===== config.mk =====
export PLATFORM = sky130hd
export DESIGN_NAME = rvExecCore
export DESIGN_NICKNAME = d
export VERILOG_FILES = /design/src/source/rvPkg.sv /design/src/source/stageIf.sv /design/src/source/aluStage.sv /design/src/source/operandStage.sv /design/src/source/regFile.sv /design/src/source/rvExecCore.sv /design/src/source/wbDecodeStage.sv
export SDC_FILE = /design/constraint.sdc
export NUM_CORES = 2
export LEC_CHECK = 0
export BUFFER_PORTS_ARGS = -buffer_cell sky130_fd_sc_hd__buf_2
export CAP_MARGIN = 10
export CORE_AREA = 2 2 393 395
export CTS_CLUSTER_SIZE = 25
export DETAILED_ROUTE_END_ITERATION = 12
export DIE_AREA = 0 0 395 397
export SLEW_MARGIN = 15
export SYNTH_ARGS = -nofsm -noshare
export SYNTH_HDL_FRONTEND = slang
export SYNTH_SLANG_ARGS = --single-unit

===== constraint.sdc =====
create_clock -name clk -period 8 [get_ports clk]
set_input_delay 1.2 -clock clk [delete_from_list [all_inputs] [get_ports clk]]
set_output_delay 1.2 -clock clk [all_outputs]
set_load 0.02 [all_outputs]

===== src/source/rvPkg.sv =====
// shared widths, opcodes and pipeline payload types for the RV32I execution core
// imported by every stage module and by the top level
package rvPkg;

    // RV32I architectural sizes
    localparam int XLEN = 32;
    localparam int REG_ADDR_W = 5;
    localparam int NUM_REGS = 1 << REG_ADDR_W;
    localparam int SHAMT_W = 5;

    // host word address selects a register on reads
    localparam int WB_ADR_W = 5;

    // major opcodes handled by the decoder
    localparam logic [6:0] OPC_OP = 7'b0110011;
    localparam logic [6:0] OPC_OP_IMM = 7'b0010011;
    localparam logic [6:0] OPC_LUI = 7'b0110111;
    // funct7 value for SUB and SRA/SRAI
    localparam logic [6:0] FUNCT7_ALT = 7'b0100000;

    // ten RV32I ALU functions plus pass of operand B
    typedef enum logic [3:0] {
        aluAdd, aluSub, aluSll, aluSlt, aluSltu,
        aluXor, aluSrl, aluSra, aluOr, aluAnd,
        aluPass
    } aluOpE;

    // one decoded operation
    typedef struct packed {
        aluOpE                 aluOp;
        logic [REG_ADDR_W-1:0] rd;
        logic [REG_ADDR_W-1:0] rs1;
        logic [REG_ADDR_W-1:0] rs2;
        logic [XLEN-1:0]       imm;
        logic                  useImm;
        logic                  writesRd;
        // host register read riding the pipeline
        logic                  isRead;
    } decodedOpT;

    // decoded op plus its two resolved operands
    typedef struct packed {
        decodedOpT       op;
        logic [XLEN-1:0] opA;
        logic [XLEN-1:0] opB;
    } operandT;

    // one execute result
    typedef struct packed {
        logic [REG_ADDR_W-1:0] rd;
        logic [XLEN-1:0]       value;
        logic                  writesRd;
        logic                  isRead;
    } resultT;

endpackage


===== src/source/stageIf.sv =====
`timescale 1ns/1ns
// valid plus payload link between two pipeline stages
// the payload type is set per instance, no ready since no stage stalls
interface stageIf #(
    parameter type payloadT = logic
) ();

    // payload only meaningful while valid
    logic    valid;
    payloadT payload;

    // upstream stage drives both
    modport producer (
        output valid,
        output payload
    );

    // downstream stages only look
    modport consumer (
        input valid,
        input payload
    );

endinterface


===== src/source/aluStage.sv =====
`timescale 1ns/1ns
// RV32I ALU, third pipeline stage
// combinational result feeds forwarding, registered result is the writeback bus
module aluStage
    import rvPkg::*;
(
    input  logic     clk,
    input  logic     rst,
    stageIf.consumer operandBus,
    stageIf.producer exFwd,
    stageIf.producer wbBus
);

    operandT             cur;
    logic [XLEN-1:0]     opA;
    logic [XLEN-1:0]     opB;
    logic [SHAMT_W-1:0]  shamt;
    logic [XLEN-1:0]     aluOut;

    assign cur = operandBus.payload;
    assign opA = cur.opA;
    assign opB = cur.opB;
    // shifts only look at the low five bits
    assign shamt = opB[SHAMT_W-1:0];

    always_comb
    begin
        case (cur.op.aluOp)
            aluAdd:  aluOut = opA + opB;
            aluSub:  aluOut = opA - opB;
            aluSll:  aluOut = opA << shamt;
            aluSlt:  aluOut = {{(XLEN-1){1'b0}}, $signed(opA) < $signed(opB)};
            aluSltu: aluOut = {{(XLEN-1){1'b0}}, opA < opB};
            aluXor:  aluOut = opA ^ opB;
            aluSrl:  aluOut = opA >> shamt;
            aluSra:  aluOut = $unsigned($signed(opA) >>> shamt);
            aluOr:   aluOut = opA | opB;
            aluAnd:  aluOut = opA & opB;
            // LUI immediate or host read data
            aluPass: aluOut = opB;
            default: aluOut = '0;
        endcase
    end

    // result of the op now in execute, for the operand stage
    always_comb
    begin
        exFwd.valid = operandBus.valid;
        exFwd.payload.rd = cur.op.rd;
        exFwd.payload.value = aluOut;
        exFwd.payload.writesRd = cur.op.writesRd;
        exFwd.payload.isRead = cur.op.isRead;
    end

    always_ff @(posedge clk)
    begin
        if (rst)
            wbBus.valid <= 1'b0;
        else
            wbBus.valid <= exFwd.valid;
    end

    // payload held until the next valid op
    always_ff @(posedge clk)
    begin
        if (exFwd.valid)
            wbBus.payload <= exFwd.payload;
    end

endmodule


===== src/source/operandStage.sv =====
`timescale 1ns/1ns
// operand read with forwarding, second pipeline stage
// owns the register file and writes it from the writeback bus
module operandStage
    import rvPkg::*;
(
    input  logic     clk,
    input  logic     rst,
    stageIf.consumer decodeBus,
    stageIf.consumer exFwd,
    stageIf.consumer wbBus,
    stageIf.producer operandBus
);

    logic [XLEN-1:0] rfDataA;
    logic [XLEN-1:0] rfDataB;
    logic [XLEN-1:0] valA;
    logic [XLEN-1:0] valB;
    operandT         nextOperands;

    // newest value wins, ALU result first, then writeback, then the file
    function automatic logic [XLEN-1:0] pickOperand(
        input logic [REG_ADDR_W-1:0] idx,
        input logic [XLEN-1:0]       rfVal,
        input logic                  exValid,
        input resultT                exRes,
        input logic                  wbValid,
        input resultT                wbRes
    );
        logic [XLEN-1:0] sel;
        if (exValid && exRes.writesRd && exRes.rd == idx)
            sel = exRes.value;
        else if (wbValid && wbRes.writesRd && wbRes.rd == idx)
            sel = wbRes.value;
        else
            sel = rfVal;
        return sel;
    endfunction

    regFile regFile_i (
        .clk       (clk),
        .rst       (rst),
        .readAddrA (decodeBus.payload.rs1),
        .readAddrB (decodeBus.payload.rs2),
        .readDataA (rfDataA),
        .readDataB (rfDataB),
        // file updated the edge after the result shows on wbBus
        .writeEn   (wbBus.valid && wbBus.payload.writesRd),
        .writeAddr (wbBus.payload.rd),
        .writeData (wbBus.payload.value)
    );

    assign valA = pickOperand(decodeBus.payload.rs1, rfDataA,
        exFwd.valid, exFwd.payload, wbBus.valid, wbBus.payload);
    assign valB = pickOperand(decodeBus.payload.rs2, rfDataB,
        exFwd.valid, exFwd.payload, wbBus.valid, wbBus.payload);

    always_comb
    begin
        nextOperands.op = decodeBus.payload;
        nextOperands.opA = valA;
        // immediate replaces rs2 for I-type and LUI
        nextOperands.opB = decodeBus.payload.useImm ? decodeBus.payload.imm : valB;
    end

    always_ff @(posedge clk)
    begin
        if (rst)
            operandBus.valid <= 1'b0;
        else
            operandBus.valid <= decodeBus.valid;
    end

    always_ff @(posedge clk)
    begin
        if (decodeBus.valid)
            operandBus.payload <= nextOperands;
    end

endmodule


===== src/source/regFile.sv =====
`timescale 1ns/1ns
// RV32I register file, two combinational reads and one synchronous write
// instantiated by the operand stage
module regFile
    import rvPkg::*;
(
    input  logic                  clk,
    input  logic                  rst,
    input  logic [REG_ADDR_W-1:0] readAddrA,
    input  logic [REG_ADDR_W-1:0] readAddrB,
    output logic [XLEN-1:0]       readDataA,
    output logic [XLEN-1:0]       readDataB,
    input  logic                  writeEn,
    input  logic [REG_ADDR_W-1:0] writeAddr,
    input  logic [XLEN-1:0]       writeData
);

    logic [XLEN-1:0] regs [NUM_REGS];

    // whole file cleared on reset
    // x0 is never a write target since writesRd is dropped for rd x0
    always_ff @(posedge clk)
    begin
        if (rst)
        begin
            for (int i = 0; i < NUM_REGS; i++)
            begin
                regs[i] <= '0;
            end
        end
        else if (writeEn)
        begin
            regs[writeAddr] <= writeData;
        end
    end

    // read ports, no clock needed
    assign readDataA = regs[readAddrA];
    assign readDataB = regs[readAddrB];

endmodule


===== src/source/rvExecCore.sv =====
`timescale 1ns/1ns
// top of the RV32I execution pipeline with a Wishbone classic slave port
// the host writes instruction words and reads architectural registers
module rvExecCore
    import rvPkg::*;
(
    input  logic                clk,
    input  logic                rst,
    input  logic                cyc,
    input  logic                stb,
    input  logic                we,
    input  logic [WB_ADR_W-1:0] adr,
    input  logic [XLEN-1:0]     datIn,
    output logic [XLEN-1:0]     datOut,
    output logic                ack
);

    // decode to operand read
    stageIf #(.payloadT(decodedOpT)) decodeBus ();
    // operand read to execute
    stageIf #(.payloadT(operandT)) operandBus ();
    // combinational execute result for forwarding
    stageIf #(.payloadT(resultT)) exFwd ();
    // registered result, writeback and read response
    stageIf #(.payloadT(resultT)) wbBus ();

    wbDecodeStage wbDecodeStage_i (
        .clk       (clk),
        .rst       (rst),
        .cyc       (cyc),
        .stb       (stb),
        .we        (we),
        .adr       (adr),
        .datIn     (datIn),
        .datOut    (datOut),
        .ack       (ack),
        .decodeBus (decodeBus),
        .wbBus     (wbBus)
    );

    operandStage operandStage_i (
        .clk        (clk),
        .rst        (rst),
        .decodeBus  (decodeBus),
        .exFwd      (exFwd),
        .wbBus      (wbBus),
        .operandBus (operandBus)
    );

    aluStage aluStage_i (
        .clk        (clk),
        .rst        (rst),
        .operandBus (operandBus),
        .exFwd      (exFwd),
        .wbBus      (wbBus)
    );

endmodule


===== src/source/wbDecodeStage.sv =====
`timescale 1ns/1ns
// Wishbone classic slave and RV32I ALU decoder, first pipeline stage
// write cycles issue instructions, read cycles inject a register pass-through
module wbDecodeStage
    import rvPkg::*;
(
    input  logic                clk,
    input  logic                rst,
    input  logic                cyc,
    input  logic                stb,
    input  logic                we,
    input  logic [WB_ADR_W-1:0] adr,
    input  logic [XLEN-1:0]     datIn,
    output logic [XLEN-1:0]     datOut,
    output logic                ack,
    stageIf.producer            decodeBus,
    stageIf.consumer            wbBus
);

    logic       accept;
    logic       writeAck;
    logic       readPending;
    logic       readDone;
    logic       supported;
    logic       altFunct;
    logic [6:0] opcode;
    logic [2:0] funct3;
    logic [6:0] funct7;
    decodedOpT  instrOp;
    decodedOpT  readOp;

    // funct3 to ALU function, shared by OP and OP-IMM
    function automatic aluOpE aluFromFunct(input logic [2:0] f3, input logic alt);
        aluOpE sel;
        case (f3)
            3'b000: sel = alt ? aluSub : aluAdd;
            3'b001: sel = aluSll;
            3'b010: sel = aluSlt;
            3'b011: sel = aluSltu;
            3'b100: sel = aluXor;
            3'b101: sel = alt ? aluSra : aluSrl;
            3'b110: sel = aluOr;
            default: sel = aluAnd;
        endcase
        return sel;
    endfunction

    assign opcode = datIn[6:0];
    assign funct3 = datIn[14:12];
    assign funct7 = datIn[31:25];
    // bit 30 picks SUB only for OP, SRA/SRAI for both groups
    assign altFunct = funct7[5] && (opcode == OPC_OP || funct3 == 3'b101);

    // new cycle only with ack low and no read in flight
    assign accept = cyc && stb && !ack && !readPending;
    // read answered when its pass-through leaves the ALU stage
    assign readDone = wbBus.valid && wbBus.payload.isRead;
    assign ack = writeAck || readDone;
    assign datOut = wbBus.payload.value;

    always_comb
    begin
        instrOp.aluOp = aluFromFunct(funct3, altFunct);
        instrOp.rd = datIn[11:7];
        instrOp.rs1 = datIn[19:15];
        instrOp.rs2 = datIn[24:20];
        // I-type immediate, sign extended
        instrOp.imm = {{(XLEN-12){datIn[31]}}, datIn[31:20]};
        instrOp.useImm = (opcode != OPC_OP);
        instrOp.isRead = 1'b0;
        supported = 1'b0;
        case (opcode)
            OPC_OP:
            begin
                supported = (funct7 == '0)
                    || (funct7 == FUNCT7_ALT && (funct3 == 3'b000 || funct3 == 3'b101));
            end
            OPC_OP_IMM:
            begin
                supported = 1'b1;
                if (funct3 == 3'b001 || funct3 == 3'b101)
                begin
                    // shift amount field only
                    instrOp.imm = {{(XLEN-SHAMT_W){1'b0}}, datIn[24:20]};
                    supported = (funct7 == '0)
                        || (funct7 == FUNCT7_ALT && funct3 == 3'b101);
                end
            end
            OPC_LUI:
            begin
                instrOp.aluOp = aluPass;
                instrOp.imm = {datIn[31:12], 12'b0};
                supported = 1'b1;
            end
            default:
            begin
                // anything else becomes a no-op
                supported = 1'b0;
            end
        endcase
        instrOp.writesRd = supported && (instrOp.rd != '0);
    end

    // host read as pass of operand B, both sources point at adr
    always_comb
    begin
        readOp = '0;
        readOp.aluOp = aluPass;
        readOp.rs1 = adr;
        readOp.rs2 = adr;
        readOp.isRead = 1'b1;
    end

    always_ff @(posedge clk)
    begin
        if (rst)
        begin
            decodeBus.valid <= 1'b0;
            writeAck <= 1'b0;
            readPending <= 1'b0;
        end
        else
        begin
            decodeBus.valid <= accept;
            // write ack one cycle after acceptance
            writeAck <= accept && we;
            if (accept && !we)
            begin
                readPending <= 1'b1;
            end
            else if (readDone)
            begin
                readPending <= 1'b0;
            end
        end
    end

    always_ff @(posedge clk)
    begin
        if (accept)
        begin
            decodeBus.payload <= we ? instrOp : readOp;
        end
    end

endmodule


==> qor.yml <==
status: "complete, no violations"
seq_power_share: 0.459
cts_root_buf: "clkbuf_16"
grt_pass1_vias: 47900
max_cap_violations: 0
io_buffers: 74
worstSetupPathType: "register to register"
clock_skew_ns: 0.0346
critPathArrivalTime_ns: 5.79
clk_pin_slew_ns: 0.07
tritoncts: "yes"
synth_area_um2: 71400
area_delta_synth_final_pct: 9.54
num-nets-final: 5222
worstHoldPathType: "register to register"
cp_max_fo: 43
ys_seq_area_frac: 0.505
cts_htree_levels: 4
ant_nets: 0
worstSetupEndpointType: "register"
ys.flop_type: "edfxtp_1"
die_x_um: 395
regArea_um2: 36100
drive_gt1_frac: 0.236
worstPathRequired_ns: 8.48
totalWireLength_um: 266000
viasPerCell: 6.67
cts_max_path_buffers: 3
nFillCells: 12800
vias: 48300
synth_seq_cells: 1207
wl_per_cell_um: 36.7
r2r_start: "operandStage_i.operandBus.payload[0]"
drt_iter0_drc: 6596
hold_buffers: 0
p_per_area_nw_per_um2: 206
fin_area_um2: 78200
combPwrFrac: 0.156
antenna_found_initial: 13
pin_count: 75
min_from: "wbDecodeStage_i.decodeBus.payload[47]"
synth_edf_count: 1192
min_period_ns: 5.31
start_util: 0.467
pwr-share-clk: 0.385
hold_viol_final: 0
rsz0062_at_grt: "no"
drv_slew: 0
cts_buffers: 139
ctsResizeCount: 0
p_leak_nw: 28.4
synthCells: 5237
intPower_mw: 11.7
final.period_utilization: 0.664
syn_avg_cell_area_um2: 13.6
layout_commonest_cell: "edfxtp_1"
gr-total-overflow: 0
core_area_um2: 153000
crit_start: "operandStage_i.operandBus.payload[0]"
switching_power_mw: 4.41
die_height_um: 397
synth_cell_types: 80
hpwl_um: 171000
multi_input_comb_area_um2: 33000
timing.fmax_mhz: 188
startpoint_type: "register"
drcViolationCount: 0
cts.sinks: 1207
setup_viol: 0
cts_setup_buffers: 0
place.gp.congestion: 1.03
worstSkewPairLatency_ns: 0.79
grt_use_total: 0.339
ys_warn_count: 0
placed_area_um2: 73800
tightest_slew_ns: 1.24
dr.pass1.iters: 9
final.setup.tns_ns: 0
dieArea_um2: 157000
irDropWorstVdd_mv: 0.225
grt_max_degree: 113
switching_share: 0.273
grt_pass1_wl_um: 374000
async_flop_share: 0
synth_fp_nets: 5378
final_cell_mix: "edfxtp_1 (1192), and2_1 (1043), mux4_2 (691)"
relSlewSlack: 0.173
rows: 144
Yosys cell counts, drive strengths merged (51+ instances only):
| cell | n | share of area |
|---|---|---|
| nor3 | 51 | 0.0036 |
| o21ai | 174 | 0.012 |
| mux2i | 109 | 0.015 |
| clkbuf | 401 | 0.021 |
| edfxtp | 1192 | 0.50 |
| o211ai | 52 | 0.0055 |
| buf | 128 | 0.0091 |
| ha | 97 | 0.017 |
| mux4 | 699 | 0.22 |
| a21oi | 149 | 0.010 |
| nor2 | 244 | 0.013 |
| nand2 | 234 | 0.012 |
| inv | 122 | 0.0064 |
| and2 | 1043 | 0.091 |
critical path, stage by stage, from the launching register on:
cell	delay, ns
edfxtp_1	0.43
buf_4	0.59
buf_4	0.62
mux4_1	0.74
mux4_2	0.49
nand2_1	0.08
o311ai_0	0.10
a2111oi_0	0.89
o311ai_0	0.41
a211oi_1	0.41
o21ai_0	0.16
cell families (layout without fill, tap and decap cells):
family                     after synthesis  in the layout  share of synthesized area
buffers and inverters                  654            608                     0.0368
DFF                                   1207           1207                      0.505
adders and majority gates               99             99                     0.0176
AOI/OAI and AO/OA                      675            675                     0.0620
and+or+nand+nor                       1749           1749                      0.136
muxes                                  828            828                      0.239
xor gates and xnor gates                25             25                    0.00307
other                                    0              6                          0
metal layers:
metal  GRT usage  vias up  part of all wire
met5           0        -           0.00015
met4       0.155        6             0.052
met3      0.0812      621             0.098
met2       0.531     2719              0.46
met1       0.449    25200              0.39
li1            -    19800                 -
state kept, by name (all words and copies together), names as in the netlist, named ones only:
| signal | flops |
|---|---|
| aluStage_i.wbBus.valid | 1 |
| operandStage_i.operandBus.valid | 1 |
| wbDecodeStage_i.decodeBus.payload | 54 |
| operandStage_i.regFile_i.regs | 1024 |
| aluStage_i.wbBus.payload | 39 |
| wbDecodeStage_i.decodeBus.valid | 1 |
| wbDecodeStage_i.readPending | 1 |
| wbDecodeStage_i.writeAck | 1 |
| operandStage_i.operandBus.payload | 75 |
final timing paths:
| kind | end | slack [ns] | cells after the start |
|---|---|---|---|
| setup reg to reg | operandStage_i.operandBus.payload[57] | 2.69 | 10 |
| setup / recovery | operandStage_i.operandBus.payload[57] | 2.69 | 10 |
| hold reg to reg | operandStage_i.operandBus.payload[111] | 0.42 | 0 |
| hold / removal | operandStage_i.operandBus.payload[111] | 0.42 | 0 |
stage by stage:
stage	utilization	power (mW)	instances	setup slack (ns)	hold WS (ns)
3_3_place_gp	0.483	9.99	6980	2.80	0.401
5_1_grt	0.511	16.5	7236	2.53	0.420
4_1_cts	0.511	16.1	7231	2.75	0.413
2_1_floorplan	-	9.01	5237	3.09	0.400
3_5_place_dp	0.483	9.99	6980	2.77	0.413
6_report	0.511	16.1	7241	2.69	0.415
power groups by stage:
stage	combinational [mW]	sequential, mW	clock [mW]
2_1_floorplan	1.62	7.39	0
3_3_place_gp	2.47	7.51	0
3_5_place_dp	2.47	7.52	0
4_1_cts	2.47	7.39	6.27
5_1_grt	2.62	7.42	6.49
6_report	2.51	7.40	6.21
final cells by class:
type,instances,area share
flip-flops and latches,1207,0.462
multi-input cells,3376,0.422
clock buffers,181,0.0468
well taps,2044,0.0327
repair buffers,232,0.0220
clock inverters,70,0.00841
inverters,125,0.00600
diodes,6,0.000192
(Power assumes the default switching activity.)
